==> src/carrierLoop_consts.svh <==
`ifndef CARRIERLOOP_CONSTS_SVH
`define CARRIERLOOP_CONSTS_SVH

// ------------------------------------------------------------
// Host address space
// ------------------------------------------------------------
`define LOOP_SPACE    4'h6          // Matched against adr[11:8]

// Word offsets within the block, adr[7:0]
`define REG_CONTROL   8'h00
`define REG_GAINS     8'h04
`define REG_LIMIT     8'h08
`define REG_LOCK      8'h0C
`define REG_STATUS    8'h10
`define REG_LAGACCUM  8'h14
`define REG_FREQ      8'h18

// ------------------------------------------------------------
// Datapath widths
// ------------------------------------------------------------
`define SAMPLE_W      18            // I/Q sample width
`define ACCUM_W       40            // Lag accumulator and filter sum

`define MIX_LATENCY   4             // Mixer pipeline depth in clocks

// Peak LO amplitude, full scale of an 18 bit signed value
`define NCO_AMP       131071

`endif

==> src/carrierLoopPkg.sv <==
`default_nettype none
`include "carrierLoop_consts.svh"

package carrierLoopPkg;

  // ------------------------------------------------------------
  // Sample path
  // ------------------------------------------------------------
  typedef struct packed {
    logic signed [`SAMPLE_W-1:0] re;
    logic signed [`SAMPLE_W-1:0] im;
  } iqSample_t;

  // ------------------------------------------------------------
  // Loop configuration from the register bank
  // ------------------------------------------------------------
  typedef struct packed {
    logic        invertError;     // Negate the phase error
    logic        zeroError;       // Open the loop
    logic        clearAccum;      // Hold lag accumulator at zero
    logic [4:0]  leadExp;
    logic [4:0]  lagExp;
    logic [31:0] limit;           // Lag magnitude, upper 32 bits
    logic [15:0] lockCount;       // Lock counter reload value
    logic [7:0]  syncThreshold;
    logic        loadLock;        // Single cycle pulse
  } loopConfig_t;

  // ------------------------------------------------------------
  // Loop status for readback
  // ------------------------------------------------------------
  typedef struct packed {
    logic        carrierLock;
    logic [15:0] lockCounter;
    logic [31:0] lagAccum;        // Upper bits of the accumulator
    logic [31:0] freqOffset;
  } loopStatus_t;

endpackage

`default_nettype wire

==> src/complexMixer.sv <==
`default_nettype none
`include "carrierLoop_consts.svh"

module complexMixer import carrierLoopPkg::*; (
  input  wire logic      clk,
  input  wire logic      reset,
  input  wire iqSample_t a,
  input  wire iqSample_t b,
  output iqSample_t      p
);

  localparam int W = `SAMPLE_W;
  localparam logic signed [W-1:0] SAT_MAX = {1'b0, {(W-1){1'b1}}};
  localparam logic signed [W-1:0] SAT_MIN = {1'b1, {(W-1){1'b0}}};

  iqSample_t               aReg;
  iqSample_t               bReg;
  logic signed [2*W-1:0]   prodRr;
  logic signed [2*W-1:0]   prodIi;
  logic signed [2*W-1:0]   prodRi;
  logic signed [2*W-1:0]   prodIr;
  logic signed [2*W:0]     sumRe;
  logic signed [2*W:0]     sumIm;

  // Scale back by 2^17 then clip to the sample range
  function automatic logic signed [W-1:0] scaleSat(input logic signed [2*W:0] x);
    logic signed [2*W:0] shifted;
    shifted = x >>> (W - 1);
    if (shifted > SAT_MAX)
      return SAT_MAX;
    else if (shifted < SAT_MIN)
      return SAT_MIN;
    else
      return shifted[W-1:0];
  endfunction

  // ------------------------------------------------------------
  // Pipeline stages 1 to 3
  // ------------------------------------------------------------
  always_ff @(posedge clk) begin
    aReg   <= a;
    bReg   <= b;
    prodRr <= aReg.re * bReg.re;
    prodIi <= aReg.im * bReg.im;
    prodRi <= aReg.re * bReg.im;
    prodIr <= aReg.im * bReg.re;
    sumRe  <= prodRr - prodIi;
    sumIm  <= prodRi + prodIr;
  end

  // Stage 4
  always_ff @(posedge clk) begin
    if (reset) begin
      p <= '0;
    end else begin
      p.re <= scaleSat(sumRe);
      p.im <= scaleSat(sumIm);
    end
  end

endmodule

`default_nettype wire

==> config.mk <==
export PLATFORM = sky130hd
export DESIGN_NAME = complexMixer
export DESIGN_NICKNAME = d
export VERILOG_FILES = /design/src/carrierLoopPkg.sv /design/src/complexMixer.sv
export VERILOG_INCLUDE_DIRS = /design/src /design/src/src
export SDC_FILE = /design/constraint.sdc
export NUM_CORES = 2
export LEC_CHECK = 0
export BUFFER_PORTS_ARGS = -buffer_cell sky130_fd_sc_hd__buf_2
export CORE_UTILIZATION = 35
export CTS_CLUSTER_DIAMETER = 60
export DETAILED_ROUTE_END_ITERATION = 10
export PLACE_DENSITY = 0.58
export SYNTH_ARGS = -nofsm -noshare
export SYNTH_HDL_FRONTEND = slang
export SYNTH_SLANG_ARGS = --single-unit
==> constraint.sdc <==
create_clock -name clk -period 12.2 [get_ports clk]
set_clock_uncertainty 0.05 [all_clocks]
set_input_delay 0.61 -clock clk [delete_from_list [all_inputs] [get_ports clk]]
set_output_delay 0.61 -clock clk [all_outputs]
set_load 0.02 [all_outputs]
==> flow_summary.ini <==
[global_routing]
antenna_found_initial = 2
track_usage_pct = 17.49
grt_pass1_vias = 42210
grt_max_degree = 37
grt_pass1_wl_um = 227000
overflow = 0

[finish]
final_cell_mix = inv_1 (1523), fa_1 (1316), and2_1 (647), nand2_1 (631), ha_1 (442)
register_area_um2 = 5849
drive_gt1_share_pct = 5.034
layout_commonest_cell = inv_1
syn_to_final_growth_pct = 8.997
multi_input_area_um2 = 44410
fill_cells = 16340
nets = 7908

[flow_run]
max-cap-violations = 0

[timing]
fmax_mhz = 129.9
drv_slew = 0
period_share_pct = 63.09
min_period_ns = 7.697
worst_pin_slew_ns = 1.335
slew_headroom_pct = 9.876
setup_tns_ns = 0
rsz0062_at_grt = false
finalHoldViolCount = 0
finalSetupViolations = 0

[worst_hold_path]
hold_depth = 1
worstHoldEndpoint = bReg[20]
hp-class = in2reg
hold_start = b[20]

[critical_path]
critPathArrivalTime_ns = 8.21
critPathCaptureType = register
required_ns = 12.71
path_max_fanout = 36
reg2reg_slack_ns = 4.50
crit_type = reg2reg
r2r-end = prodIr[35]
slowest_stage = dfxtp_2
worst_path_most_repeated_cell = fa_1
cpPeakStageDelay_ns = 0.97
r2r_start = aReg[5]
startpoint_type = register
crit_chain = nand2_1, fa_1, inv_1, fa_1, fa_1, fa_1, fa_1, inv_1, fa_1, inv_1, ha_1, a21o_1, a21oi_1, o21ai_0, a2111oi_0, o311ai_0, a31oi_1, a211o_1, o21bai_1, a21oi_1, xnor2_1
r2r_cells = 21

[place]
portBuffers = 109
gp_congestion = 0.8276
dpl.hpwl_um = 102400

[clocking]
htreeDepth = 2
cts_inserted_buffers = 52
cts_tree = yes
clk_latency_ns = 0.63
cts_sinks = 292
clockBufferDepth = 3
cts_root_buf = clkbuf_16
post_cts_buffers = 0
clk_pin_slew_ns = 0.05

[route]
via_per_inst = 4.681
ant_nets = 0
drc_errors = 0
num_vias = 38760
routedWlPerCell_um = 16.35
first_iter_violations = 1958
drt_wl_total_um = 135400
firstDrtPassIters = 6

[synth]
syn_nets = 7888
ys_dominant_reg_cell = dfxtp_1
synth_enable_flop_cells = 0
syn_area_um2 = 56990
synth_warnings = 0
ys_seq_area_share_pct = 10.26
ys_seq_elements = 292
synth.distinct_cells = 77
synth-async-reset-ratio_pct = 0
syn_inst = 6056
synth_area_per_cell_um2 = 9.410

[floorplan]
num_rows = 147
start_util_pct = 35.37
design.die.area_um2 = 164400
floorplan.io_pins = 110
fp.dieW_um = 405.5
die_h_um = 405.5
core-area_um2 = 161100

[run_status]
status = finished, final reports clean
## stage by stage
stage                     utilization [%]  hold WS [ns]  worst slack [ns]  cells  area [um^2]
after floorplan                         -        0.3680             5.862   6056        56990
after global placement              37.11        0.3794             4.811   8131        59790
after detailed placement            37.11        0.3783             4.758   8131        59790
after CTS                           38.55     0.0001868             4.712   8279        62110
after global routing                38.55       0.01831             4.290   8280        62110
final                               38.55       0.04439             4.503   8281        62120
## worst max-delay path: cells and delay by family, from the launching register on
kind,cells,cell delay [ns]
fa+ha+maj,7,3.32
flops,1,0.97
simple gates,1,0.17
buf+inv,3,0.15
xor+xnor,1,0.13
compound gates,9,2.84
## routing by layer
layer | up-vias | GRT usage [%] | part of all wire [%]
li1 | 17690 | - | -
met3 | 155 | 1.642 | 4.7
met2 | 876 | 29.23 | 48
met1 | 20040 | 23.79 | 44
met4 | 0 | 5.713 | 3.4
met5 | - | 0 | 0
## logic make-up after synthesis
| logic type | Yosys count | synth area share [%] |
|---|---|---|
| flops | 292 | 10.26 |
| compound gates | 449 | 5.289 |
| fa+ha+maj | 1758 | 55.93 |
| buf+inv | 1793 | 11.81 |
| simple gates | 1586 | 13.97 |
| xor+xnor | 177 | 2.720 |
| mux | 1 | 0.01756 |
## Yosys cell counts (all sizes together) (8+ instances only)
cell    count  share of area, %
o211ai      9              0.14
inv      1523                10
dfxtp     292                10
o21bai     24              0.34
a211oi     17              0.23
xor2       33              0.51
nand4      15              0.16
a21oi     122               1.1
a211o       8              0.12
nor2b      22              0.24
fa       1316                46
nand2     632               4.2
a31oi      11              0.15
nand3      24              0.21
nor3       29              0.25
nand2b     44              0.49
o21ai      91              0.82
nor2      137              0.90
clkbuf    267               1.8
xnor2     144               2.2
or3         9             0.099
a21o       52              0.69
ha        442               9.7
o21a       60              0.79
and3        9             0.099
and2      647               7.1
## repair_timing
item                                    in CTS  in global routing
endpoints found under the setup margin       0                  0
hold buffers                                51                  0
hold endpoints to repair                    51                  0
gates resized for setup                      0                  0
## state kept, by name (all words and copies together), names as in the netlist
name / cells
sumIm: 20
prodIr: 36
p: 36
prodRr: 36
bReg: 36
prodIi: 36
sumRe: 20
aReg: 36
prodRi: 36
## worst max path at each step
stage | from | end | slack, ns | depth (start not counted)
detailed placement | bReg[35] | prodIr[35] | 4.76 | 21
finish | aReg[5] | prodIr[35] | 4.50 | 21
floorplan | aReg[35] | prodRr[34] | 5.86 | 26
global route | bReg[35] | prodIr[35] | 4.29 | 21
CTS | bReg[35] | prodIr[35] | 4.71 | 21
global placement | aReg[5] | prodIr[35] | 4.81 | 21
## area by class of cell
cell class              count  area share (%)
well taps                2160           4.351
diodes                      2        0.008057
clock buffers              68           2.355
repair buffers            235           2.607
flip-flops and latches    292           9.417
clock inverters            29          0.5539
multi-input cells        3971           71.50
inverters                1524           9.209
Power is not shown: default switching activity piles up to over one toggle a cycle in this logic, so the estimate is an artifact.
