[src/carrierLoop_consts.svh]
`ifndef CARRIERLOOP_CONSTS_SVH
`define CARRIERLOOP_CONSTS_SVH

// ------------------------------------------------------------
// Host address space
// ------------------------------------------------------------
`define LOOP_SPACE    4'h6          // Matched against adr[11:8]

// Word offsets within the block, adr[7:0]
`define REG_CONTROL   8'h00
`define REG_GAINS     8'h04
`define REG_LIMIT     8'h08
`define REG_LOCK      8'h0C
`define REG_STATUS    8'h10
`define REG_LAGACCUM  8'h14
`define REG_FREQ      8'h18

// ------------------------------------------------------------
// Datapath widths
// ------------------------------------------------------------
`define SAMPLE_W      18            // I/Q sample width
`define ACCUM_W       40            // Lag accumulator and filter sum

`define MIX_LATENCY   4             // Mixer pipeline depth in clocks

// Peak LO amplitude, full scale of an 18 bit signed value
`define NCO_AMP       131071

`endif

[src/carrierLoopPkg.sv]
`default_nettype none
`include "carrierLoop_consts.svh"

package carrierLoopPkg;

  // ------------------------------------------------------------
  // Sample path
  // ------------------------------------------------------------
  typedef struct packed {
    logic signed [`SAMPLE_W-1:0] re;
    logic signed [`SAMPLE_W-1:0] im;
  } iqSample_t;

  // ------------------------------------------------------------
  // Loop configuration from the register bank
  // ------------------------------------------------------------
  typedef struct packed {
    logic        invertError;     // Negate the phase error
    logic        zeroError;       // Open the loop
    logic        clearAccum;      // Hold lag accumulator at zero
    logic [4:0]  leadExp;
    logic [4:0]  lagExp;
    logic [31:0] limit;           // Lag magnitude, upper 32 bits
    logic [15:0] lockCount;       // Lock counter reload value
    logic [7:0]  syncThreshold;
    logic        loadLock;        // Single cycle pulse
  } loopConfig_t;

  // ------------------------------------------------------------
  // Loop status for readback
  // ------------------------------------------------------------
  typedef struct packed {
    logic        carrierLock;
    logic [15:0] lockCounter;
    logic [31:0] lagAccum;        // Upper bits of the accumulator
    logic [31:0] freqOffset;
  } loopStatus_t;

endpackage

`default_nettype wire

[src/carrierNco.sv]
`default_nettype none
`include "carrierLoop_consts.svh"

module carrierNco import carrierLoopPkg::*; (
  input  wire logic        clk,
  input  wire logic        reset,
  input  wire logic        sym2xEn,
  input  wire logic [31:0] freqOffset,
  output iqSample_t        lo
);

  logic [31:0] phase;
  logic [1:0]  quadrant;
  logic [4:0]  idx;
  logic [4:0]  idxRev;
  logic signed [`SAMPLE_W-1:0] sinMag;
  logic signed [`SAMPLE_W-1:0] cosMag;
  logic signed [`SAMPLE_W-1:0] cosVal;
  logic signed [`SAMPLE_W-1:0] sinVal;

  // First quadrant of sine, 16 steps per quarter, entry 16 is the peak
  function automatic logic signed [`SAMPLE_W-1:0] quarterSine(input logic [4:0] k);
    case (k)
      5'd0:    return 0;
      5'd1:    return 12847;
      5'd2:    return 25571;
      5'd3:    return 38048;
      5'd4:    return 50158;
      5'd5:    return 61786;
      5'd6:    return 72819;
      5'd7:    return 83151;
      5'd8:    return 92681;
      5'd9:    return 101319;
      5'd10:   return 108982;
      5'd11:   return 115594;
      5'd12:   return 121094;
      5'd13:   return 125427;
      5'd14:   return 128553;
      5'd15:   return 130440;
      default: return `NCO_AMP;
    endcase
  endfunction

  always_ff @(posedge clk) begin
    if (reset)
      phase <= '0;
    else if (sym2xEn)
      phase <= phase + freqOffset;
  end

  // ------------------------------------------------------------
  // Quadrant folding
  // ------------------------------------------------------------
  assign quadrant = phase[31:30];
  assign idx      = {1'b0, phase[29:26]};
  assign idxRev   = 5'd16 - idx;
  assign sinMag   = quarterSine(idx);
  assign cosMag   = quarterSine(idxRev);

  always_comb begin
    case (quadrant)
      2'd0: begin cosVal = cosMag;  sinVal = sinMag;  end
      2'd1: begin cosVal = -sinMag; sinVal = cosMag;  end
      2'd2: begin cosVal = -cosMag; sinVal = -sinMag; end
      default: begin cosVal = sinMag; sinVal = -cosMag; end
    endcase
  end

  // Negated sine rotates the input back by the NCO phase
  always_ff @(posedge clk) begin
    lo.re <= cosVal;
    lo.im <= -sinVal;
  end

endmodule

`default_nettype wire

[config.mk]
export PLATFORM = sky130hd
export DESIGN_NAME = carrierNco
export DESIGN_NICKNAME = d
export VERILOG_FILES = /design/src/carrierLoopPkg.sv /design/src/carrierNco.sv
export VERILOG_INCLUDE_DIRS = /design/src /design/src/src
export SDC_FILE = /design/constraint.sdc
export NUM_CORES = 1
export LEC_CHECK = 0
export CORE_AREA = 2 2 148 150
export CTS_BUF_LIST = sky130_fd_sc_hd__clkbuf_16
export CTS_CLUSTER_SIZE = 14
export DETAILED_ROUTE_END_ITERATION = 8
export DIE_AREA = 0 0 150 152
export DONT_BUFFER_PORTS = 1
export GPL_TIMING_DRIVEN = 0
export PLACE_DENSITY = 0.49
export SYNTH_ARGS = -nofsm -noshare
export SYNTH_HDL_FRONTEND = slang
export SYNTH_SLANG_ARGS = --single-unit
[constraint.sdc]
create_clock -name clk -period 11.1 [get_ports clk]
set_input_delay 1.665 -clock clk [delete_from_list [all_inputs] [get_ports clk]]
set_output_delay 1.665 -clock clk [all_outputs]
set_load 0.05 [all_outputs]
==> flow_metrics.env <==
export IMPL_status="finished, final reports clean"
export IMPL_yosys_area_share_simple_pct=23.9
export IMPL_cts_clk_slew_worst_paths_ns=0.07
export IMPL_power_switching_uw=992
export IMPL_fill_cells=2315
export IMPL_crit_fanout=11
export IMPL_rsz0062_at_grt="no"
export IMPL_n_antenna_cell=0
export IMPL_hold_class="flop to flop"
export IMPL_synth_ff_type="dfxtp_1"
export IMPL_cts_hold_buffers=0
export IMPL_syn2layout_area_growth_pct=8.90
export IMPL_wl_per_cell_um=18.5
export IMPL_h_tree_depth=3
export IMPL_post_cts_resize_count=0
export IMPL_grt_max_degree=16
export IMPL_synth_largest_area_cell="dfxtp_1"
export IMPL_cts_tree="done"
export IMPL_yosysUniqueCellTypes=90
export IMPL_cpMaxStageDelayCell="dfxtp_1"
export IMPL_pwr_share_seq_pct=36.6
export IMPL_slew_violations=0
export IMPL_design_core_area_um2=21400
export IMPL_crit_type="flop to flop"
export IMPL_synth_adder_area_share_pct=8.33
export IMPL_fp_row_count=54
export IMPL_syn_num_nets=1037
export IMPL_crit_path_start_kind="flop"
export IMPL_worst_pin_slew_ns=1.06
export IMPL_leakagePower_nw=3.14
export IMPL_fin_nets=1048
export IMPL_drt_pass1_iter_count=6
export IMPL_dieArea_um2=22800
export IMPL_ant_nets=0
export IMPL_intPower_uw=928
export IMPL_root_buffer="clkbuf_16"
export IMPL_postCtsSetupBuffers=0
export IMPL_finalCoreUtilization_pct=37.1
export IMPL_crit_arrival_ns=5.60
export IMPL_yosysSeqAreaShare_pct=23.4
export IMPL_ir_drop_uv=87.8
export IMPL_async_reset_ff_share_pct=0
export IMPL_vias_per_cell=5.77
export IMPL_dp_hpwl_um=17900
export IMPL_grt_overflow_total=0
export IMPL_start_util_pct=34.1
export IMPL_power_density_nw_per_um2=242
export IMPL_fp_dieW_um=150
export IMPL_drive_gt1_share_pct=6.39
export IMPL_p_total_mw=1.92
export IMPL_final_cell_mix="nor2_1, dfxtp_1, nand2_1"
export IMPL_grt_first_pass_wirelength_um=37200
export IMPL_hold_violations=0
export IMPL_avgSynthCellArea_um2=7.63
export IMPL_synth_top_family_by_area="compound AO/OA/AOI/OAI gates"
export IMPL_syn_area_um2=7280
export IMPL_synth_xor_area_share_pct=5.53
export IMPL_ioPinCount=71
export IMPL_synthCells=955
export IMPL_first_iter_violations=632
export IMPL_finalCritPeriodShare_pct=48.0
export IMPL_p_sw_share_pct=51.7
export IMPL_vias=7214
export IMPL_route_detailed_drc=0
export IMPL_crit_required_ns=11.37
export IMPL_numCtsBuffers=9
export IMPL_synth_compound_area_share_pct=28.0
export IMPL_path_buf_inv=6
export IMPL_max_slew_margin_rel_pct=29.0
export IMPL_critPathTopFamily="buffers and inverters"
export IMPL_endpoint_kind="flop"
export IMPL_grt_pass1_vias=6721
export IMPL_tns_ns=0
export IMPL_final_common_cell="nor2_1"
export IMPL_yosysWarnings=0
export IMPL_clockBufferDepth=2
export IMPL_max_stage_delay_ns=0.58
export IMPL_dieHeight_um=152
export IMPL_fmax_ghz=0.188
export IMPL_critical_path_cell_chain="clkbuf_1, inv_1, ha_1, buf_2, buf_2, xnor2_1, buf_2, nand2_1, nand3_1, o211ai_1, inv_1, ha_1, mux2i_1, nor2_1, a221oi_1, ha_1, nand2_1, nor3_1, nand2_1, nor4b_2, xnor2_1"
export IMPL_synthMuxAreaShare_pct=5.60
export IMPL_insertion_delay_ns=0.35
export IMPL_gp_congestion=0.922
export IMPL_synthDominantCellAreaShare_pct=23.4
export IMPL_drt_total_wl_um=23100
export IMPL_grtUsageTotal_pct=20.5
export IMPL_clock_power_share_pct=16.4
export IMPL_p_comb_share_pct=47.0
export IMPL_placement_io_buffers=0
export IMPL_synthTopCellsByArea="dfxtp_1, ha_1, nor2_1"
export IMPL_setup_violations=0
export IMPL_synth_edf_count=0
export IMPL_skew_ns=0.00866
export IMPL_finalCriticalPeriod_ns=5.33
export IMPL_grt_antenna_before_repair=0
export IMPL_ys_ff_latch=85
export IMPL_maxCapViolCount=0
export IMPL_clock_sinks=85
routing by layer:
metal	GRT usage (%)	share of wire [%]	vias up
met5	0	0	-
met4	8.09	3.4	0
met3	3.57	6.6	40
met2	32.5	45	261
met1	27.5	45	3376
li1	-	-	3537
power groups by stage:
stage	logic [mW]	registers, mW	clock network [mW]
2_1_floorplan	0.679	0.686	0
3_3_place_gp	0.892	0.708	0
3_5_place_dp	0.885	0.711	0
4_1_cts	0.891	0.704	0.323
5_1_grt	1.00	0.714	0.336
6_report	0.902	0.703	0.315
stage by stage:
stage / worst slack, ns / instance area, um2 / std cells / hold slack, ns
after global placement: 5.49 / 7630 / 1235 / 0.477
after floorplan: 6.23 / 7280 / 955 / 0.465
final: 5.77 / 7930 / 1251 / 0.499
after CTS: 5.78 / 7930 / 1251 / 0.504
after detailed placement: 5.48 / 7630 / 1235 / 0.490
after global routing: 5.23 / 7930 / 1251 / 0.524
registers in the layout (all words and copies together) (netlist names):
signal / count
lo: 36
phase: 32
sinMag: 17
cells in the mapped netlist (10+ instances only):
library cell / number
xor2_1: 19
inv_1: 37
nand2_1: 80
o21a_1: 10
a21oi_1: 75
nand2b_1: 17
clkbuf_1: 42
o22ai_1: 10
mux2i_1: 34
o21ai_0: 56
dfxtp_1: 85
a21o_1: 17
a31oi_1: 10
nor3_1: 31
nand3_1: 24
nor3b_1: 10
nor2_1: 105
a211oi_1: 19
ha_1: 46
xnor2_1: 27
o31ai_1: 14
worst min-delay path: cells and delay by family, from the launching register on:
kind,cells,cell delay [ns]
DFF,1,0.33
muxes,1,0.07
and+or+nand+nor,1,0.07
kinds of logic after synthesis:
logic type,Yosys count
flops,85
buf+inv,97
simple gates,342
mux,38
fa+ha+maj,48
compound gates,299
xor+xnor,46
final timing paths:
| path | start | end | slack [ns] | depth (start not counted) |
|---|---|---|---|---|
| max | phase[26] | lo[14] | 5.77 | 21 |
| min | phase[2] | phase[2] | 0.50 | 2 |
| max reg2reg | phase[26] | lo[14] | 5.77 | 21 |
| min reg2reg | phase[2] | phase[2] | 0.50 | 2 |
area by class of cell:
class	instances	area, um2	share of cell area, %
clock buffers	9	225	2.84
multi-input cells	773	5200	65.5
well taps	280	350	4.42
clock inverters	7	72.6	0.915
inverters	40	150	1.89
flip-flops and latches	85	1700	21.5
plain buffers	57	235	2.97
Power figures use the tool's default switching activity.
