--- config.mk ---
export PLATFORM = sky130hd
export DESIGN_NAME = loopRegs
export DESIGN_NICKNAME = d
export VERILOG_FILES = /design/src/carrierLoopPkg.sv /design/src/loopRegs.sv
export VERILOG_INCLUDE_DIRS = /design/src /design/src/src
export SDC_FILE = /design/constraint.sdc
export NUM_CORES = 1
export LEC_CHECK = 0
export BUFFER_PORTS_ARGS = -buffer_cell sky130_fd_sc_hd__buf_2
export CAP_MARGIN = 10
export CORE_MARGIN = 8
export CORE_UTILIZATION = 45
export CTS_CLUSTER_DIAMETER = 30
export CTS_CLUSTER_SIZE = 12
export DETAILED_ROUTE_END_ITERATION = 16
export PLACE_DENSITY_LB_ADDON = 0.1
export SYNTH_ARGS = -nofsm -noshare
export SYNTH_HDL_FRONTEND = slang
export SYNTH_SLANG_ARGS = --single-unit
--- constraint.sdc ---
create_clock -name clk -period 3.2 [get_ports clk]
set_input_delay 0.32 -clock clk [delete_from_list [all_inputs] [get_ports clk]]
set_output_delay 0.32 -clock clk [all_outputs]
set_load 0.1 [all_outputs]
--- src/carrierLoop_consts.svh ---
`ifndef CARRIERLOOP_CONSTS_SVH
`define CARRIERLOOP_CONSTS_SVH

// ------------------------------------------------------------
// Host address space
// ------------------------------------------------------------
`define LOOP_SPACE    4'h6          // Matched against adr[11:8]

// Word offsets within the block, adr[7:0]
`define REG_CONTROL   8'h00
`define REG_GAINS     8'h04
`define REG_LIMIT     8'h08
`define REG_LOCK      8'h0C
`define REG_STATUS    8'h10
`define REG_LAGACCUM  8'h14
`define REG_FREQ      8'h18

// ------------------------------------------------------------
// Datapath widths
// ------------------------------------------------------------
`define SAMPLE_W      18            // I/Q sample width
`define ACCUM_W       40            // Lag accumulator and filter sum

`define MIX_LATENCY   4             // Mixer pipeline depth in clocks

// Peak LO amplitude, full scale of an 18 bit signed value
`define NCO_AMP       131071

`endif

--- src/carrierLoopPkg.sv ---
`default_nettype none
`include "carrierLoop_consts.svh"

package carrierLoopPkg;

  // ------------------------------------------------------------
  // Sample path
  // ------------------------------------------------------------
  typedef struct packed {
    logic signed [`SAMPLE_W-1:0] re;
    logic signed [`SAMPLE_W-1:0] im;
  } iqSample_t;

  // ------------------------------------------------------------
  // Loop configuration from the register bank
  // ------------------------------------------------------------
  typedef struct packed {
    logic        invertError;     // Negate the phase error
    logic        zeroError;       // Open the loop
    logic        clearAccum;      // Hold lag accumulator at zero
    logic [4:0]  leadExp;
    logic [4:0]  lagExp;
    logic [31:0] limit;           // Lag magnitude, upper 32 bits
    logic [15:0] lockCount;       // Lock counter reload value
    logic [7:0]  syncThreshold;
    logic        loadLock;        // Single cycle pulse
  } loopConfig_t;

  // ------------------------------------------------------------
  // Loop status for readback
  // ------------------------------------------------------------
  typedef struct packed {
    logic        carrierLock;
    logic [15:0] lockCounter;
    logic [31:0] lagAccum;        // Upper bits of the accumulator
    logic [31:0] freqOffset;
  } loopStatus_t;

endpackage

`default_nettype wire

--- src/loopRegs.sv ---
`default_nettype none
`include "carrierLoop_consts.svh"

module loopRegs import carrierLoopPkg::*; (
  input  wire logic        clk,
  input  wire logic        reset,
  input  wire logic        cyc,
  input  wire logic        stb,
  input  wire logic        we,
  input  wire logic [11:0] adr,
  input  wire logic [3:0]  sel,
  input  wire logic [31:0] datIn,
  input  wire loopStatus_t status,
  output logic      [31:0] datOut,
  output logic             ack,
  output loopConfig_t      cfg
);

  logic        spaceHit;
  logic        access;
  logic        writeEn;
  logic [31:0] curWord;
  logic [31:0] newWord;

  logic [2:0]  controlReg;        // {clearAccum, zeroError, invertError}
  logic [4:0]  leadExpReg;
  logic [4:0]  lagExpReg;
  logic [31:0] limitReg;
  logic [15:0] lockCountReg;
  logic [7:0]  syncThreshReg;
  logic        loadLockReg;

  function automatic logic [31:0] mergeBytes(input logic [31:0] oldWord,
                                             input logic [31:0] wrData,
                                             input logic [3:0]  byteEn);
    logic [31:0] result;
    result = oldWord;
    for (int i = 0; i < 4; i++) begin
      if (byteEn[i]) result[8*i +: 8] = wrData[8*i +: 8];
    end
    return result;
  endfunction

  // ------------------------------------------------------------
  // Bus decode
  // ------------------------------------------------------------
  assign spaceHit = (adr[11:8] == `LOOP_SPACE);
  assign access   = cyc && stb && spaceHit && !ack;   // No back to back ack
  assign writeEn  = access && we;

  // Readback mux, also the base word for partial writes
  always_comb begin
    case (adr[7:0])
      `REG_CONTROL:  curWord = {29'd0, controlReg};
      `REG_GAINS:    curWord = {19'd0, lagExpReg, 3'd0, leadExpReg};
      `REG_LIMIT:    curWord = limitReg;
      `REG_LOCK:     curWord = {8'd0, syncThreshReg, lockCountReg};
      `REG_STATUS:   curWord = {15'd0, status.carrierLock, status.lockCounter};
      `REG_LAGACCUM: curWord = status.lagAccum;
      `REG_FREQ:     curWord = status.freqOffset;
      default:       curWord = 32'd0;
    endcase
  end

  assign newWord = mergeBytes(curWord, datIn, sel);
  assign datOut  = curWord;

  always_ff @(posedge clk) begin
    if (reset) begin
      ack           <= 1'b0;
      controlReg    <= '0;
      leadExpReg    <= '0;
      lagExpReg     <= '0;
      limitReg      <= '0;
      lockCountReg  <= '0;
      syncThreshReg <= '0;
      loadLockReg   <= 1'b0;
    end else begin
      ack         <= access;
      loadLockReg <= writeEn && (adr[7:0] == `REG_LOCK);
      if (writeEn) begin
        case (adr[7:0])
          `REG_CONTROL: controlReg <= newWord[2:0];
          `REG_GAINS: begin
            leadExpReg <= newWord[4:0];
            lagExpReg  <= newWord[12:8];
          end
          `REG_LIMIT: limitReg <= newWord;
          `REG_LOCK: begin
            lockCountReg  <= newWord[15:0];
            syncThreshReg <= newWord[23:16];
          end
          default: ;                // Status words are read only
        endcase
      end
    end
  end

  assign cfg = '{invertError:   controlReg[0],
                 zeroError:     controlReg[1],
                 clearAccum:    controlReg[2],
                 leadExp:       leadExpReg,
                 lagExp:        lagExpReg,
                 limit:         limitReg,
                 lockCount:     lockCountReg,
                 syncThreshold: syncThreshReg,
                 loadLock:      loadLockReg};

endmodule

`default_nettype wire

==> results of run 1 <==
## flip-flops by register name, indices dropped and copies added, names as in the netlist
signal / count
limitReg: 32
lockCountReg: 16
syncThreshReg: 8
lagExpReg: 5
leadExpReg: 5
controlReg: 3
ack: 1
loadLockReg: 1
## power by group through the flow
stage / Combinational, uW / Clock (uW) / Sequential, uW
finish: 289 / 725 / 883
global route: 306 / 776 / 883
CTS: 286 / 731 / 883
detailed placement: 284 / 0 / 904
global placement: 280 / 0 / 904
floorplan: 150 / 0 / 904
## through the flow
step / area, sq um / setup slack (ns) / hold WS (ns) / power (uW) / util
floorplan: 4532 / 0.06991 / 0.3970 / 1055 / -
global placement: 6262 / 0.6051 / 0.4529 / 1184 / 0.6436
detailed placement: 6262 / 0.5443 / 0.4547 / 1188 / 0.6436
CTS: 6451 / 0.5374 / 0.1432 / 1899 / 0.6631
global route: 6451 / 0.4208 / 0.1486 / 1965 / 0.6631
finish: 6451 / 0.4832 / 0.1478 / 1897 / 0.6631
## layer usage
| metal | GRT usage | vias up | routed length, um |
|---|---|---|---|
| met5 | 0 | - | 0 |
| met4 | 0.08211 | 0 | 386 |
| met3 | 0.05888 | 32 | 1788 |
| met2 | 0.4306 | 276 | 8644 |
| met1 | 0.2965 | 2481 | 6844 |
| li1 | - | 2467 | - |
## worst max-delay path, cell delays in order
cell and delay (ns):
buf_2 0.38, buf_12 0.24, nor4b_2 0.25, and2_1 0.48, a22oi_1 0.17, o22a_1 0.25, inv_1 0.12, buf_12 0.18
## worst paths after layout
| check | to | slack (ns) | cells after the start |
|---|---|---|---|
| min reg2reg | limitReg[26] | 0.46 | 2 |
| max | datOut[7] | 0.48 | 8 |
| max reg2reg | lockCountReg[8] | 1.03 | 7 |
| min | ack | 0.15 | 2 |
## cells in the mapped netlist (all sizes together), types with 8 or more instances
library cell,n
buf,17
inv,8
nand3,33
a211oi,40
and3b,14
mux2i,29
a22oi,16
o21ai,11
dfxtp,71
a31oi,16
clkbuf,33
nor2,48
a21oi,19
nand2,46
mux2,19
nor3,15
## logic make-up (layout without fill, tap and decap cells)
group,after synthesis,count (layout),synth area share
flip-flops,71,71,0.3179
buffers and inverters,60,281,0.06409
AO/OA/AOI/OAI,159,159,0.2678
AND/OR/NAND/NOR,197,197,0.2373
multiplexers,48,48,0.1128
## layout make-up
cell class,count,share of cell area
repair buffers,255,0.2793
inverters,10,0.005818
well taps,133,0.02580
flip-flops and latches,71,0.2203
multi-input cells,404,0.4395
clock inverters,6,0.009503
clock buffers,10,0.01978
==> impl_metrics.toml, run 1 <==
[setup_path]
startpoint = "adr[4]"
critPathKind = "input pin to primary output"
cp_data_required_time_ns = 2.88
r2r_start = "ack"
end_kind = "primary output"
start_kind = "input pin"
critPathArrivalTime_ns = 2.40
worst-path-max-fanout = 23

[min_path]
hp-start = "adr[8]"
worstHoldPathType = "input pin to flip-flop"

[sta]
max_slew_margin = 0.4305
rsz0062_at_grt = "no"
worst_slew_pin_slew_ns = 0.8491
fmax_mhz = 368.1
finClkSkew_ns = 0.01247
fin_crit_sh = 0.8490
timing.final.max_slew_violations = 0
setup_viol = 0
period_minus_slack_ns = 2.717
finalHoldViolCount = 0
fin_tns_setup_ns = 0

[route]
routed_wl_um = 17660
vias_per_cell = 5.912
drtIter0Drc = 427
drcViolationCount = 0
wl_per_cell_um = 19.87
num_vias = 5256
first_pass_iters = 5
ant_nets = 0

[placement]
dp_cells = 873
dpl.hpwl_um = 13740
gp_congestion = 0.8834
port_buffers = 236

[logic_synthesis]
seq_area_frac_synth = 0.3179
synth_cell_type_count = 62
synth_flop_cell = "dfxtp_1"
synth_edf_count = 0
mappedNetlistArea_sq_um = 4471
synth_warnings = 0
syn_inst = 535
synth_top_area_frac = 0.3179
ys_top_cells_by_area = "dfxtp_1 32%, a211oi_1 6.7%, mux2i_1 6.5%"
synth.ff_latch_count = 71
postSynthNetCount = 669
synth_area_per_cell_sq_um = 8.356
synthArstFlopShare = 0
synth_top_area_cell = "dfxtp_1"

[power]
powerDensity_nw_per_um2 = 294.0
vdd_ir_drop_max_uv = 165.8
p_int_uw = 1363
switching_share = 0.2815
combPwrFrac = 0.152
power_frac_seq = 0.465
p_leak_uw = 0.002898
p_switching_uw = 533.9
clkPwrFrac = 0.382

[final_layout]
multi_input_area_sq_um = 2835
nNetsFinal = 885
drive_gt1_frac = 0.4286
syn_to_final_growth_pct = 44.30
diodes = 0
ff_latch_area_sq_um = 1421
fillers = 825
layout_common_cells = "205 x buf_2, 71 x dfxtp_1, 46 x nand2_1, 45 x nor2_1, 40 x a211oi_1"
final-instance-count-excl-fill = 889
layout_commonest_cell = "buf_2"

[grt]
grt_pass1_wl_um = 26500
antenna_found_initial = 0
grt_pass1_vias = 5144
grtUsageTotal = 0.2491
grt_max_degree = 44
grt.overflow.total = 0

[clock_network]
cts.sinks = 71
cts-root-buf = "clkbuf_8"
h-tree-depth = 3
clock_latency_ns = 0.35
post_cts_resized = 0
postCtsHoldBufs = 0
postCtsSetupBuffers = 0
clkTransAtPathRegs_ns = 0.08
cts_tree = "done"
cts_buffers = 9
clk_path_buf_depth = 2

[floorplanning]
die_area_sq_um = 13380
initial_core_util = 0.4595
die_w_um = 115.7
row_count = 36
ios = 237
core_sq_um = 9729
dieHeight_um = 115.7

[status]
status = "finished, final reports clean"

[job]
drv_cap = 0
Note: power is estimated with default switching activity, not from simulation.
==> inputs of run 2 (changes only) <==
--- a/config.mk
+++ b/config.mk
@@ -9,7 +9,7 @@
 export BUFFER_PORTS_ARGS = -buffer_cell sky130_fd_sc_hd__buf_2
 export CAP_MARGIN = 10
 export CORE_MARGIN = 8
-export CORE_UTILIZATION = 45
+export CORE_UTILIZATION = 41
 export CTS_CLUSTER_DIAMETER = 30
 export CTS_CLUSTER_SIZE = 12
 export DETAILED_ROUTE_END_ITERATION = 16
==> constraint.sdc (replaced) <==
create_clock -name clk -period 2.4 [get_ports clk]
set_input_delay 0.24 -clock clk [delete_from_list [all_inputs] [get_ports clk]]
set_output_delay 0.24 -clock clk [all_outputs]
set_load 0.1 [all_outputs]
==> impl_metrics.toml, run 2 (synthesis results as in run 1) <==
[route]
ant_nets = 0
drcViolationCount = 0
vias_per_cell = 5.835
first_pass_iters = 5
drtIter0Drc = 457
routed_wl_um = 18790
wl_per_cell_um = 20.53
num_vias = 5339

[sta]
rsz0062_at_grt = "no"
max_slew_margin = 0.4646
setup_viol = 0
fmax_mhz = 449.3
finClkSkew_ns = 0.01051
holdWs_ns = 0.08807
finalHoldViolCount = 0
fin_crit_sh = 0.9274
worst_slew_pin_slew_ns = 0.8031
period_minus_slack_ns = 2.226
fin_ws_ns = 0.1743
timing.final.max_slew_violations = 0

[floorplanning]
initial_core_util = 0.4160
die_w_um = 120.4
row_count = 38
core_sq_um = 10750
dieHeight_um = 120.4
die_area_sq_um = 14500
ios = 237

[final_layout]
largest_reg_flops = 32
drive_gt1_frac = 0.4871
layout_commonest_cell = "buf_2"
syn_to_final_growth_pct = 52.36
reg_top3 = "limitReg x32, lockCountReg x16, syncThreshReg x8"
layout_common_cells = "204 x buf_2, 54 x dfxtp_1, 45 x nor2_1, 40 x a211oi_1, 37 x nand2_1"
top_register = "limitReg"
nNetsFinal = 903
utilization = 0.6339

[grt]
grt_pass1_wl_um = 28670
antenna_found_initial = 2
grtUsageTotal = 0.2451
grt_pass1_vias = 5399
grt_max_degree = 69
grt.overflow.total = 0

[setup_path]
critPathKind = "input pin to primary output"
start_kind = "input pin"
end_kind = "primary output"
reg2regPathDepth = 7
cp_data_required_time_ns = 2.16
worst-path-max-fanout = 15
critPathArrivalTime_ns = 1.99

[min_path]
worstHoldPathType = "input pin to flip-flop"
holdPathStages = 2

[status]
status = "finished, final reports clean"

[clock_network]
cts_tree = "done"
cts-root-buf = "clkbuf_8"
clk_path_buf_depth = 2
clock_latency_ns = 0.35
h-tree-depth = 3
cts.sinks = 71
postCtsHoldBufs = 0
cts_buffers = 9
clkTransAtPathRegs_ns = 0.08

[power]
power.total_uw = 2546
powerDensity_nw_per_um2 = 373.8
p_leak_uw = 0.002981
vdd_ir_drop_max_uv = 233.7

[placement]
dpl.hpwl_um = 14740
gp_congestion = 0.8673
port_buffers = 236
dpl_worst_slack_ns = 0.1437

[job]
drv_cap = 0
## run 2: final timing paths
| kind | slack [ns] | from | endpoint |
|---|---|---|---|
| worst max-delay path | 0.17 | adr[2] | datOut[28] |
| worst min-delay path | 0.09 | adr[8] | ack |
| worst max register to register | 0.31 | ack | syncThreshReg[3] |
| worst min register to register | 0.47 | limitReg[26] | limitReg[26] |
## run 2: timing repair
| item | 4_1_cts | 5_1_grt |
|---|---|---|
| setup endpoints to repair | 0 | 1 |
| buffers inserted | 0 | 0 |
| resized for setup | 0 | 1 |
## run 2: report_power, final
group / leakage, uW / switching, uW / internal (uW)
clock: 0.000100 / 450 / 505
combinational: 0.00230 / 238 / 178
sequential: 0.000580 / 0.0780 / 1180
## run 2: per-stage QoR
step	area (sq um)	setup TNS (ns)	instances
floorplan	4712	-2.661	535
global placement	6616	0	898
detailed placement	6616	0	898
CTS	6807	0	914
global route	6812	0	915
finish	6812	0	915
## run 2: final cells by class
class	count	area (sq um)
inverters	10	52.55
repair buffers	273	1977
fillers	988	3934
diodes	1	2.502
clock buffers	12	145.1
multi-input cells	404	2972
flip-flops and latches	71	1443
well taps	140	175.2
clock inverters	4	45.04
## run 2: worst max-delay path, cell delays in order
cell     delay (ns)
buf_2          0.13
buf_4          0.22
or4b_2         0.65
nor3_1         0.17
buf_4          0.21
nand2_1        0.08
nand2_2        0.09
buf_12         0.18
## run 2: layer usage
layer | share of wire | up-vias | global-route usage | wire (um)
met1 | 0.41 | 2504 | 0.2868 | 7695
met5 | 0.00064 | - | 0 | 12
met4 | 0.024 | 2 | 0.08353 | 449
met2 | 0.48 | 286 | 0.4227 | 8942
li1 | - | 2506 | - | -
met3 | 0.090 | 41 | 0.06667 | 1688
==> inputs of run 3 (changes only) <==
--- a/config.mk
+++ b/config.mk
@@ -14,6 +14,7 @@
 export CTS_CLUSTER_SIZE = 12
 export DETAILED_ROUTE_END_ITERATION = 16
 export PLACE_DENSITY_LB_ADDON = 0.1
+export RECOVER_POWER = 100
 export SYNTH_ARGS = -nofsm -noshare
 export SYNTH_HDL_FRONTEND = slang
 export SYNTH_SLANG_ARGS = --single-unit
==> impl_metrics.toml, run 3 (synthesis results as in run 1) <==
[floorplanning]
ios = 237
core_sq_um = 10750
die_area_sq_um = 14500
row_count = 38
initial_core_util = 0.4160
dieHeight_um = 120.4
die_w_um = 120.4

[clock_network]
postCtsSetupBuffers = 0
cts_tree = "done"
h-tree-depth = 3
post_cts_resized = 0
cts-root-buf = "clkbuf_8"
clkTransAtPathRegs_ns = 0.08
cts.sinks = 71
clk_path_buf_depth = 2
cts_buffers = 9
postCtsHoldBufs = 0
clock_latency_ns = 0.35

[setup_path]
startpoint = "adr[2]"
critPathKind = "input pin to primary output"
rr_endpoint = "limitReg[24]"
end_kind = "primary output"
r2r_start = "ack"
reg2reg_slack_ns = 0.19
worstSetupEndpoint = "datOut[11]"
worst-path-max-fanout = 15
start_kind = "input pin"
critPathArrivalTime_ns = 2.07
cp_data_required_time_ns = 2.16
reg2regPathDepth = 5

[route]
num_vias = 5360
drcViolationCount = 0
first_pass_iters = 5
drtIter0Drc = 466
wl_per_cell_um = 20.63
ant_nets = 0
vias_per_cell = 5.858
routed_wl_um = 18870

[sta]
finClkSkew_ns = 0.009734
holdWs_ns = 0.07499
worst_slew_pin_slew_ns = 1.237
fin_crit_sh = 0.9607
fmax_mhz = 433.7
timing.final.max_slew_violations = 0
max_slew_margin = 0.1788
period_minus_slack_ns = 2.306
fin_ws_ns = 0.09421
rsz0062_at_grt = "no"
setup_viol = 0
finalHoldViolCount = 0
fin_tns_setup_ns = 0

[final_layout]
reg_top3 = "limitReg x32, lockCountReg x16, syncThreshReg x8"
syn_to_final_growth_pct = 44.05
drive_gt1_frac = 0.3747
layout_commonest_cell = "buf_2"
final-instance-count-excl-fill = 915
nNetsFinal = 903
largest_reg_flops = 32
top_register = "limitReg"
layout_common_cells = "132 x buf_2, 77 x clkbuf_1, 54 x dfxtp_1, 45 x nor2_1, 40 x a211oi_1"
final_area_sq_um = 6440

[min_path]
worstHoldPathType = "input pin to flip-flop"

[placement]
dp_cells = 898
placed_cell_area_sq_um = 6616
gp_congestion = 0.8673
port_buffers = 236
dpl_worst_slack_ns = 0.1437
dpl.hpwl_um = 14740

[grt]
grt.overflow.total = 0
grt_max_degree = 69
antenna_found_initial = 2
grtUsageTotal = 0.2451
grt_pass1_wl_um = 28670
grt_pass1_vias = 5399

[job]
drv_cap = 0

[power]
p_switching_uw = 688.3
combPwrFrac = 0.159
power_frac_seq = 0.463
vdd_ir_drop_max_uv = 239.3
p_leak_uw = 0.002597
p_int_uw = 1854
powerDensity_nw_per_um2 = 394.8
clkPwrFrac = 0.378
switching_share = 0.2707

[status]
status = "finished, final reports clean"
run 3: power by group through the flow:
stage / Combinational [uW] / Clock, uW / Sequential [uW]
floorplan: 210 / 0 / 1210
CTS: 410 / 975 / 1180
detailed placement: 408 / 0 / 1200
global route: 430 / 1020 / 1180
global placement: 401 / 0 / 1200
finish: 405 / 960 / 1180
run 3: final cells by class:
cell class	instances	area, sq um
clock buffer	12	145.1
multi-input combinational	404	2874
timing repair buffer	273	1703
inverter	10	52.55
sequential	71	1443
fill	1066	4305
antenna	1	2.502
clock inverter	4	45.04
tap	140	175.2
run 3: per-layer routing:
layer,part of all wire,track usage,vias to the layer above,routed length (um)
met2,0.48,0.4227,285,9003
met1,0.40,0.2868,2537,7643
met3,0.094,0.06667,34,1768
li1,-,-,2502,-
met4,0.024,0.08353,2,445
met5,0.00064,0,-,12
run 3: through the flow:
| step | util | total power [uW] |
|---|---|---|
| 3_3_place_gp | 0.6157 | 1605 |
| 4_1_cts | 0.6334 | 2561 |
| 2_1_floorplan | - | 1416 |
| 6_report | 0.5993 | 2543 |
| 3_5_place_dp | 0.6157 | 1613 |
| 5_1_grt | 0.5993 | 2632 |
run 3: worst max-delay path, cell delays in order:
cell,delay (ns)
buf_2,0.13
buf_4,0.22
or4b_2,0.65
buf_4,0.18
o22ai_1,0.11
a221oi_1,0.09
nor2_2,0.10
clkbuf_4,0.33
run 3: worst min path at each step:
stage | from | end | slack (ns) | cells past startpoint
2_1_floorplan | adr[8] | ack | 0.32 | 1
3_3_place_gp | adr[8] | ack | 0.44 | 2
3_5_place_dp | adr[8] | ack | 0.45 | 2
4_1_cts | adr[8] | ack | 0.07 | 2
5_1_grt | adr[8] | ack | 0.07 | 2
6_report | adr[8] | ack | 0.07 | 2
