$ cat config.mk
export PLATFORM = sky130hd
export DESIGN_NAME = carrierLoopCtrl
export DESIGN_NICKNAME = d
export VERILOG_FILES = /design/src/carrierLoopPkg.sv /design/src/carrierLoopCtrl.sv
export VERILOG_INCLUDE_DIRS = /design/src /design/src/src
export SDC_FILE = /design/constraint.sdc
export NUM_CORES = 1
export LEC_CHECK = 0
export ABC_AREA = 1
export BUFFER_PORTS_ARGS = -buffer_cell sky130_fd_sc_hd__buf_2
export CORE_MARGIN = 2
export CORE_UTILIZATION = 36
export DETAILED_ROUTE_END_ITERATION = 6
export SLEW_MARGIN = 5
export SYNTH_ARGS = -nofsm -noshare
export SYNTH_HDL_FRONTEND = slang
export SYNTH_SLANG_ARGS = --single-unit
$ cat constraint.sdc
create_clock -name clk -period 2.71 [get_ports clk]
set_clock_uncertainty 0.1 [all_clocks]
set_input_delay 0.6775 -clock clk [delete_from_list [all_inputs] [get_ports clk]]
set_output_delay 0.6775 -clock clk [all_outputs]
set_load 0.05 [all_outputs]
$ cat src/carrierLoop_consts.svh
`ifndef CARRIERLOOP_CONSTS_SVH
`define CARRIERLOOP_CONSTS_SVH

// ------------------------------------------------------------
// Host address space
// ------------------------------------------------------------
`define LOOP_SPACE    4'h6          // Matched against adr[11:8]

// Word offsets within the block, adr[7:0]
`define REG_CONTROL   8'h00
`define REG_GAINS     8'h04
`define REG_LIMIT     8'h08
`define REG_LOCK      8'h0C
`define REG_STATUS    8'h10
`define REG_LAGACCUM  8'h14
`define REG_FREQ      8'h18

// ------------------------------------------------------------
// Datapath widths
// ------------------------------------------------------------
`define SAMPLE_W      18            // I/Q sample width
`define ACCUM_W       40            // Lag accumulator and filter sum

`define MIX_LATENCY   4             // Mixer pipeline depth in clocks

// Peak LO amplitude, full scale of an 18 bit signed value
`define NCO_AMP       131071

`endif

$ cat src/carrierLoopPkg.sv
`default_nettype none
`include "carrierLoop_consts.svh"

package carrierLoopPkg;

  // ------------------------------------------------------------
  // Sample path
  // ------------------------------------------------------------
  typedef struct packed {
    logic signed [`SAMPLE_W-1:0] re;
    logic signed [`SAMPLE_W-1:0] im;
  } iqSample_t;

  // ------------------------------------------------------------
  // Loop configuration from the register bank
  // ------------------------------------------------------------
  typedef struct packed {
    logic        invertError;     // Negate the phase error
    logic        zeroError;       // Open the loop
    logic        clearAccum;      // Hold lag accumulator at zero
    logic [4:0]  leadExp;
    logic [4:0]  lagExp;
    logic [31:0] limit;           // Lag magnitude, upper 32 bits
    logic [15:0] lockCount;       // Lock counter reload value
    logic [7:0]  syncThreshold;
    logic        loadLock;        // Single cycle pulse
  } loopConfig_t;

  // ------------------------------------------------------------
  // Loop status for readback
  // ------------------------------------------------------------
  typedef struct packed {
    logic        carrierLock;
    logic [15:0] lockCounter;
    logic [31:0] lagAccum;        // Upper bits of the accumulator
    logic [31:0] freqOffset;
  } loopStatus_t;

endpackage

`default_nettype wire

$ cat src/carrierLoopCtrl.sv
`default_nettype none
`include "carrierLoop_consts.svh"

module carrierLoopCtrl import carrierLoopPkg::*; (
  input  wire logic        clk,
  input  wire logic        reset,
  input  wire logic        symEn,
  input  wire logic        sym2xEn,
  input  wire logic [7:0]  phaseError,
  input  wire loopConfig_t cfg,
  output logic             symEnOut,
  output logic             sym2xEnOut,
  output logic             loopEn,
  output logic      [7:0]  loopError,
  output logic             carrierLock,
  output logic      [15:0] lockCounter
);

  logic [`MIX_LATENCY-1:0] symEnSr;
  logic [`MIX_LATENCY-1:0] sym2xEnSr;

  logic [7:0]  negError;
  logic [7:0]  absError;
  logic        inSync;
  logic [16:0] lockPlus;
  logic [16:0] lockMinus;

  // ------------------------------------------------------------
  // Strobe alignment with the mixer output
  // ------------------------------------------------------------
  always_ff @(posedge clk) begin
    if (reset) begin
      symEnSr   <= '0;
      sym2xEnSr <= '0;
    end else begin
      symEnSr   <= {symEnSr[`MIX_LATENCY-2:0], symEn};
      sym2xEnSr <= {sym2xEnSr[`MIX_LATENCY-2:0], sym2xEn};
    end
  end

  assign symEnOut   = symEnSr[`MIX_LATENCY-1];
  assign sym2xEnOut = sym2xEnSr[`MIX_LATENCY-1];
  assign loopEn     = sym2xEnOut;   // Error belongs to the delayed sample

  // ------------------------------------------------------------
  // Error conditioning
  // ------------------------------------------------------------
  assign negError = ~phaseError + 8'd1;

  always_comb begin
    if (cfg.zeroError)
      loopError = 8'd0;
    else if (cfg.invertError)
      loopError = negError;
    else
      loopError = phaseError;
  end

  // ------------------------------------------------------------
  // Lock detector
  // ------------------------------------------------------------
  // Magnitude of -128 reads as 128 here
  assign absError  = phaseError[7] ? negError : phaseError;
  assign inSync    = (absError <= cfg.syncThreshold);
  assign lockPlus  = {1'b0, lockCounter} + 17'h00001;
  assign lockMinus = {1'b0, lockCounter} + 17'h1FFFF;   // Borrow shows in bit 16

  always_ff @(posedge clk) begin
    if (reset) begin
      lockCounter <= '0;
      carrierLock <= 1'b0;
    end else if (cfg.loadLock) begin
      lockCounter <= cfg.lockCount;
    end else if (loopEn) begin
      if (inSync) begin
        if (lockPlus[16]) begin
          carrierLock <= 1'b1;
          lockCounter <= cfg.lockCount;
        end else begin
          lockCounter <= lockPlus[15:0];
        end
      end else begin
        if (lockMinus[16]) begin
          carrierLock <= 1'b0;          // Counter ran out
          lockCounter <= cfg.lockCount;
        end else begin
          lockCounter <= lockMinus[15:0];
        end
      end
    end
  end

endmodule

`default_nettype wire

==> impl_metrics.tcl, run 1 <==
set metrics [dict create \
    initial_core_util 0.370 \
    drv_slew 0 \
    place_area_um2 3400 \
    crit_arrival_ns 1.99 \
    synth_compound_area_frac 0.152 \
    core_um2 7730 \
    violations "setup timing" \
    drcViolationCount 0 \
    nets 643 \
    area_growth_pct 28.9 \
    yosys.area_share.adder 0.0525 \
    cts_buffers 3 \
    grt_max_degree 21 \
    synthMuxAreaShare 0 \
    ir_drop_mv 0.256 \
    dp_cells 641 \
    tns_ns -0.353 \
    worstHoldPathType "reg -> reg" \
    required_ns 1.93 \
    synth_top_family_by_area "simple AND/OR/NAND/NOR gates" \
    syn_area_per_cell_um2 6.03 \
    via_count 3214 \
    synthSimpleGateAreaFrac 0.435 \
    numClockSinks 25 \
    wl_per_cell_um 13.6 \
    grt_pass1_wl_um 14100 \
    routabilityCongestion 0.949 \
    cts-htree-levels 1 \
    path_class "in -> out" \
    clockRootBuffer "clkbuf_8" \
    status "finished with violations" \
    drt_wl_total_um 8870 \
    hpwl_um 6550 \
    setup_violations 12 \
    async_flop_share 0 \
    grt_pass1_vias 2963 \
    synthesis.area_um2 2860 \
    hold_viol_final 0 \
    die_h_um 93.1 \
    cts_buffer_depth 2 \
    ios 110 \
    leakage_uw 0.00179 \
    synth_top_area_share 0.175 \
    start_kind "input pin" \
    path_max_fanout 3 \
    synth_xor_area_frac 0.0551 \
    power_uw 1350 \
    cts_tree "yes" \
    final_core_util 0.477 \
    diodes 0 \
    synth_most_common_cell "nand2_1" \
    drtPass1Iterations 4 \
    synthTopCellsByArea "dfxtp_1 18%, nand2_1 16%, nand3_1 8.1%" \
    die-width_um 93.1 \
    drt_iter0_drc 137 \
    ys_types 36 \
    drive_gt1_frac 0.294 \
    rsz0062_at_grt "yes" \
    max-slew-margin-rel 0.624 \
    final_cell_area_um2 3690 \
    ant_nets 0 \
    worst_slack_ns -0.0601 \
    synthCells 474 \
    period_share 1.02 \
    cap_violations 0 \
    portBuffers 66 \
    synthFlopType "dfxtp_1" \
    yosysTopAreaCell "dfxtp_1" \
    drt-vias-per-instance 4.94 \
    p_per_area_nw_per_um2 368 \
    critPathCaptureType "primary output" \
    grt_usage 0.198 \
    num_rows 32 \
    synth_edf_count 0 \
    final_cells 650 \
    worstMarginPinSlew_ns 0.563 \
    die-area_um2 8670 \
    overflow 0 \
    antenna_found_initial 0 \
    clk_pin_slew_ns 0.11 \
    synthTopCellsByCount "125 x nand2_1, 56 x inv_1, 51 x nor2_1" \
    synth_nets 568 \
    yosysSeqAreaShare 0.175 \
    yosys_warnings 0 \
    max_freq_mhz 361 \
    min_period_ns 2.77 \
    ys_seq_elements 25 \
    clkLatencyLatePin_ns 0.29 \
]
==> sequential cells by signal, summed over array words and instances (netlist names) <==
register     cells
sym2xEnSr        4
carrierLock      1
lockCounter     16
symEnSr          4
==> layout make-up <==
cell class / count / area, um2
repair buffers: 89 / 576
well taps: 102 / 128
clock inverters: 1 / 8.76
fillers: 792 / 4040
clock buffers: 3 / 41.3
inverters: 58 / 244
multi-input cells: 372 / 2190
flip-flops and latches: 25 / 500
==> worst max-delay path: stages <==
cell and delay (ns):
buf_12 0.12, nor3_4 0.18, nand3b_1 0.18, nor3_2 0.14, ha_1 0.28, a211oi_4 0.22
buf_6 0.19
==> where the power goes <==
group          switching (uW)  total (uW)  internal (uW)
logic                     420         658            238
clock network             152         261            109
registers                46.3         436            390
==> cell families (layout without fill, tap and decap cells) <==
group | Yosys count | after routing
XOR/XNOR | 18 | 18
AND/OR/NAND/NOR | 268 | 269
adder cells (fa/ha/maj) | 12 | 12
buffers and inverters | 78 | 151
AO/OA/AOI/OAI | 73 | 73
flip-flops | 25 | 25
==> path summary, 6_finish.rpt <==
kind	endpoint	from	slack (ns)	depth (start not counted)
setup / recovery	loopError[7]	phaseError[1]	-0.06	7
setup reg to reg	lockCounter[14]	lockCounter[1]	0.54	11
hold / removal	symEnSr[1]	symEnSr[0]	0.31	2
hold reg to reg	symEnSr[1]	symEnSr[0]	0.31	2
==> layer usage <==
| layer | routed length (um) | track usage | share of wire | vias up |
|---|---|---|---|---|
| met5 | 0 | 0 | 0 | - |
| met4 | 125 | 0.0355 | 0.014 | 0 |
| met3 | 597 | 0.0282 | 0.067 | 15 |
| met2 | 4290 | 0.350 | 0.48 | 79 |
| met1 | 3860 | 0.259 | 0.43 | 1432 |
| li1 | - | - | - | 1688 |
==> metrics by stage <==
stage               hold slack, ns  setup slack (ns)
finish                       0.310           -0.0601
global route                 0.323            -0.201
CTS                          0.312           -0.0198
detailed placement           0.295            -0.504
global placement             0.290            -0.419
floorplan                    0.288           -0.0610
==> cell usage in the layout (no fill, tap or decap), drive strengths merged, types with 2 or more instances in the layout <==
| master | count |
|---|---|
| ha | 12 |
| a22oi | 8 |
| clkbuf | 4 |
| dfxtp | 25 |
| o21ai | 22 |
| inv | 56 |
| a21oi | 31 |
| o211ai | 8 |
| nor3 | 4 |
| buf | 88 |
| or2 | 2 |
| xnor2 | 3 |
| nor2 | 66 |
| nand3 | 47 |
| nand2 | 137 |
| xor2 | 15 |
| clkinv | 3 |
| nand4 | 12 |
==> repair_timing <==
action / 4_1_cts / 5_1_grt
setup endpoints to repair: 20 / 19
pin swaps: 6 / 26
buffers inserted: 1 / 2
gates cloned: 1 / 1
gates resized for setup: 12 / 32
hold buffers: 0 / 0
Note: power is estimated with default switching activity, not from simulation.
==> run 2: changes to the inputs <==
--- a/config.mk
+++ b/config.mk
@@ -11,6 +11,7 @@
 export CORE_MARGIN = 2
 export CORE_UTILIZATION = 36
 export DETAILED_ROUTE_END_ITERATION = 6
+export SETUP_SLACK_MARGIN = 0.15
 export SLEW_MARGIN = 5
 export SYNTH_ARGS = -nofsm -noshare
 export SYNTH_HDL_FRONTEND = slang
==> run 2 against run 1 <==
Net effect:
- the flow still finishes with violations (setup timing)
- first-iteration DRC count is 18% higher
- via count is 2.7% higher
- critical path depth stayed put
- clock power hardly changed
- largest power group unchanged
- highest routed layer unchanged
==> impl_metrics.tcl, run 2 (synthesis results as in run 1) <==
set metrics [dict create \
    status "finished with violations" \
    violations "setup timing" \
    max_freq_mhz 365 \
    drt_iter0_drc 161 \
    nets 647 \
    hold_buffers 0 \
    worstMarginPinSlew_ns 0.500 \
    cts-htree-levels 1 \
    path_max_fanout 2 \
    core_um2 7730 \
    dp_cells 642 \
    clockRootBuffer "clkbuf_8" \
    worst_slack_ns -0.0296 \
    power.share.sequential 0.316 \
    grt_max_degree 24 \
    hold_viol_final 0 \
    whs_ns 0.308 \
    num_rows 32 \
    final_cell_mix "112 x nand2_1, 57 x buf_2, 54 x inv_1, 46 x nor2_1, 32 x nand3_1" \
    drcViolationCount 0 \
    drt-vias-per-instance 5.05 \
    largestRegisters "lockCounter (16), sym2xEnSr (4), symEnSr (4)" \
    clkPwrFrac 0.188 \
    antenna_found_initial 0 \
    cts_buffer_depth 2 \
    clk_pin_slew_ns 0.11 \
    dp_slack_ns -0.502 \
    intPower_uw 748 \
    grt_pass1_vias 3118 \
    via_count 3301 \
    ir_drop_mv 0.293 \
    ant_nets 0 \
    die_h_um 93.1 \
    overflow 0 \
    min_period_ns 2.74 \
    clkLatencyLatePin_ns 0.28 \
    cap_violations 0 \
    initial_core_util 0.370 \
    grt_usage 0.213 \
    routabilityCongestion 0.902 \
    layout_commonest_cell "nand2_1" \
    fillers 779 \
    path_class "in -> out" \
    required_ns 1.93 \
    top_register "lockCounter" \
    largest_register_ffs 16 \
    worstHoldPathType "reg -> reg" \
    numClockSinks 25 \
    place_area_um2 3400 \
    diodes 0 \
    critPathCaptureType "primary output" \
    portBuffers 66 \
    period_share 1.01 \
    p_per_area_nw_per_um2 362 \
    setup_violations 1 \
    max-slew-margin-rel 0.666 \
    cts_buffers 3 \
    final_cells 654 \
    grt_pass1_wl_um 14900 \
    ios 110 \
    die-area_um2 8670 \
    p_sw_frac 0.461 \
    final_core_util 0.497 \
    area_growth_pct 34.4 \
    final_cell_area_um2 3840 \
    power.switching_uw 641 \
    drt_wl_total_um 9020 \
    power.share.combinational 0.496 \
    wl_per_cell_um 13.8 \
    die-width_um 93.1 \
    drv_slew 0 \
    leakage_uw 0.00184 \
    drive_gt1_frac 0.326 \
    drtPass1Iterations 4 \
    crit_arrival_ns 1.96 \
    rsz0062_at_grt "yes" \
    start_kind "input pin" \
    cts_tree "yes" \
    hpwl_um 6440 \
]
## run 2: per-layer routing
layer / up-vias / wire (um) / global-route usage
met5: - / 0 / 0
met4: 0 / 92 / 0.0368
met2: 85 / 4340 / 0.367
met3: 10 / 422 / 0.0201
li1: 1698 / - / -
met1: 1508 / 4170 / 0.291
## run 2: stage by stage
| step | power (uW) | TNS (ns) |
|---|---|---|
| global placement | 1030 | -7.01 |
| CTS | 1370 | 0 |
| global route | 1480 | -1.89 |
| finish | 1390 | -0.0296 |
| detailed placement | 1040 | -7.87 |
| floorplan | 884 | -0.203 |
## run 2: worst max-delay path: stages
cell and delay (ns):
buf_12 0.11, nor3_4 0.18, nand3b_1 0.14, nor3_2 0.15
ha_1 0.28, a211oi_4 0.23, buf_6 0.19
## run 2: repair_timing
action                                 4_1_cts  5_1_grt
endpoints found under the hold margin        0        0
setup endpoints to repair                   22       23
buffers inserted                             4        1
gates cloned                                 3        0
resized for setup                           55       24
pin swaps                                   43        8
## run 2: worst paths after layout
check | to | startpoint | slack [ns] | cells past startpoint
setup reg to reg | lockCounter[14] | lockCounter[0] | 0.52 | 11
setup / recovery | loopError[7] | phaseError[0] | -0.03 | 7
hold reg to reg | symEnSr[2] | symEnSr[1] | 0.31 | 2
hold / removal | symEnSr[2] | symEnSr[1] | 0.31 | 2
## run 2: cell type report
cell class / count / area [um2] / share of cell area
well taps: 102 / 128 / 0.0332
inverters: 58 / 239 / 0.0622
multi-input cells: 373 / 2290 / 0.597
flip-flops and latches: 25 / 500 / 0.130
clock buffers: 3 / 41.3 / 0.0107
clock inverters: 1 / 8.76 / 0.00228
repair buffers: 92 / 629 / 0.164
## run 2: power groups by stage
| stage | registers (uW) | clock network, uW | logic (uW) |
|---|---|---|---|
| 2_1_floorplan | 484 | 0 | 400 |
| 3_3_place_gp | 446 | 0 | 587 |
| 3_5_place_dp | 446 | 0 | 594 |
| 4_1_cts | 438 | 273 | 660 |
| 5_1_grt | 444 | 283 | 757 |
| 6_report | 438 | 262 | 689 |
==> run 3: changes to the inputs <==
--- a/config.mk
+++ b/config.mk
@@ -8,9 +8,11 @@
 export LEC_CHECK = 0
 export ABC_AREA = 1
 export BUFFER_PORTS_ARGS = -buffer_cell sky130_fd_sc_hd__buf_2
+export CAP_MARGIN = 0
 export CORE_MARGIN = 2
 export CORE_UTILIZATION = 36
 export DETAILED_ROUTE_END_ITERATION = 6
+export PLACE_DENSITY = 0.65
 export SETUP_SLACK_MARGIN = 0.15
 export SLEW_MARGIN = 5
 export SYNTH_ARGS = -nofsm -noshare
==> run 3 against run 2 <==
Net effect:
- the flow still finishes with violations (setup timing)
- sequential share of layout area decreased by 0.47 points
- design area increased by 3.8%
- final cell count increased by 0.46%
- wire length increased by 0.22%
- via count increased by 0.33%
- first-iteration DRC count increased by 11%
- worst setup slack got worse by 0.041 ns
- maximum frequency decreased by 1.5%
- global-route usage decreased by 0.65 points
- clock power decreased by 6%
- hold slack got worse by 0.0015 ns
- highest routed layer unchanged
==> impl_metrics.tcl, run 3 (synthesis results as in run 1) <==
set metrics [dict create \
    path_max_fanout 3 \
    grt_pass1_wl_um 14500 \
    nets 650 \
    worstMarginPinSlew_ns 0.520 \
    critical_path.top_delay_family "simple AND/OR/NAND/NOR gates" \
    die-area_um2 8670 \
    setup_violations 6 \
    wl_per_cell_um 13.8 \
    final_cells 657 \
    critPathCaptureType "primary output" \
    layout_commonest_cell "nand2_1" \
    cts_buffers 3 \
    via_count 3312 \
    diodes 0 \
    path_class "in -> out" \
    hold_buffers 0 \
    cp_cell_sequence "buf_8 -> nor3_4 -> nand3b_1 -> nor3_2 -> ha_1 -> a211oi_4 -> buf_6" \
    cts-htree-levels 1 \
    area_growth_pct 39.4 \
    antenna_found_initial 0 \
    largestRegisters "lockCounter (16), sym2xEnSr (4), symEnSr (4)" \
    grt_pass1_vias 3032 \
    p_per_area_nw_per_um2 357 \
    cts_tree "yes" \
    ant_nets 0 \
    drt_iter0_drc 178 \
    drv_slew 0 \
    drtPass1Iterations 4 \
    top_register "lockCounter" \
    cpMaxStageDelayCell "ha_1" \
    max-slew-margin-rel 0.654 \
    dp_cells 641 \
    die-width_um 93.1 \
    drt-vias-per-instance 5.04 \
    drcViolationCount 0 \
    die_h_um 93.1 \
    num_rows 32 \
    drive_gt1_frac 0.351 \
    cts_buffer_depth 2 \
    overflow 0 \
    final_cell_mix "109 x nand2_1, 58 x buf_2, 54 x inv_1, 45 x nor2_1, 30 x nand3_1" \
    required_ns 1.93 \
    drt_wl_total_um 9040 \
    ios 110 \
    routabilityCongestion 0.930 \
    ir_drop_mv 0.186 \
    cp_num_buf_inv 2 \
    worstHoldPathType "reg -> reg" \
    start_kind "input pin" \
    max_freq_mhz 360 \
    grt_usage 0.206 \
    clk_pin_slew_ns 0.10 \
    status "finished with violations" \
    crit_arrival_ns 2.00 \
    clockRootBuffer "clkbuf_8" \
    clkLatencyLatePin_ns 0.28 \
    period_share 1.03 \
    core_um2 7730 \
    cap_violations 0 \
    portBuffers 66 \
    worst_slack_ns -0.0705 \
    min_period_ns 2.78 \
    grt_max_degree 24 \
    leakage_uw 0.00188 \
    hold_viol_final 0 \
    violations "setup timing" \
    numClockSinks 25 \
    dp_slack_ns -0.455 \
    cpPeakStageDelay_ns 0.27 \
    hpwl_um 6290 \
    largest_register_ffs 16 \
    initial_core_util 0.370 \
    rsz0062_at_grt "yes" \
]
## run 3: cell count changes in the layout (fill, tap and decap cells not counted), moves of 3 or more
cell and change:
buf_4 +3, buf_6 -6, nand2_1 -3, a21oi_2 +3, a21oi_1 -4, buf_12 +3
## run 3: repair_timing
action	in CTS	in global routing
gates resized for setup	54	41
cloned	3	0
setup endpoints to repair	22	22
pin swaps	33	32
setup buffers	3	6
## run 3: path summary, 6_finish.rpt
kind	slack, ns	to	from	depth (start not counted)
max	-0.07	loopError[7]	phaseError[2]	7
min	0.31	sym2xEnSr[1]	sym2xEnSr[0]	2
max reg2reg	0.55	lockCounter[14]	lockCounter[0]	11
min reg2reg	0.31	sym2xEnSr[1]	sym2xEnSr[0]	2
## run 3: power by group
part	internal, uW	leakage, uW	switching (uW)
logic	282	0.00165	459
clock network	105	0.0000217	140
registers	390	0.000206	48.2
## run 3: layout make-up
cell class              count  area, um2
well taps                 102        128
clock inverters             1       7.51
multi-input cells         373       2370
clock buffers               3       41.3
fillers                   771       3740
flip-flops and latches     25        500
inverters                  58        239
repair buffers             95        697
## run 3: worst register-to-register path, cell delays in order (launching register included)
cell	delay [ns]
dfxtp_1	0.48
ha_1	0.27
nand3_1	0.16
inv_1	0.20
nand2_4	0.08
nor2_4	0.34
nand2_1	0.09
nand3_1	0.10
a21oi_2	0.06
nand2_1	0.07
nand2_1	0.04
a21oi_1	0.10
## run 3: per-stage QoR
| stage | TNS, ns | instance area, um2 | total power (uW) | hold slack (ns) | utilization |
|---|---|---|---|---|---|
| after global routing | -2.31 | 3990 | 1520 | 0.333 | 0.516 |
| final | -0.132 | 3990 | 1420 | 0.306 | 0.516 |
| after detailed placement | -6.85 | 3410 | 1040 | 0.292 | 0.441 |
| after global placement | -6.15 | 3410 | 1030 | 0.291 | 0.441 |
| after floorplan | -0.203 | 2950 | 884 | 0.288 | - |
| after CTS | -0.140 | 3740 | 1360 | 0.306 | 0.484 |
## run 3: per-layer routing
| metal | global-route usage | share of wire | vias up |
|---|---|---|---|
| met1 | 0.287 | 0.46 | 1504 |
| li1 | - | - | 1708 |
| met2 | 0.345 | 0.48 | 96 |
| met3 | 0.0242 | 0.057 | 4 |
| met4 | 0.0404 | 0.0074 | 0 |
| met5 | 0 | 0 | - |
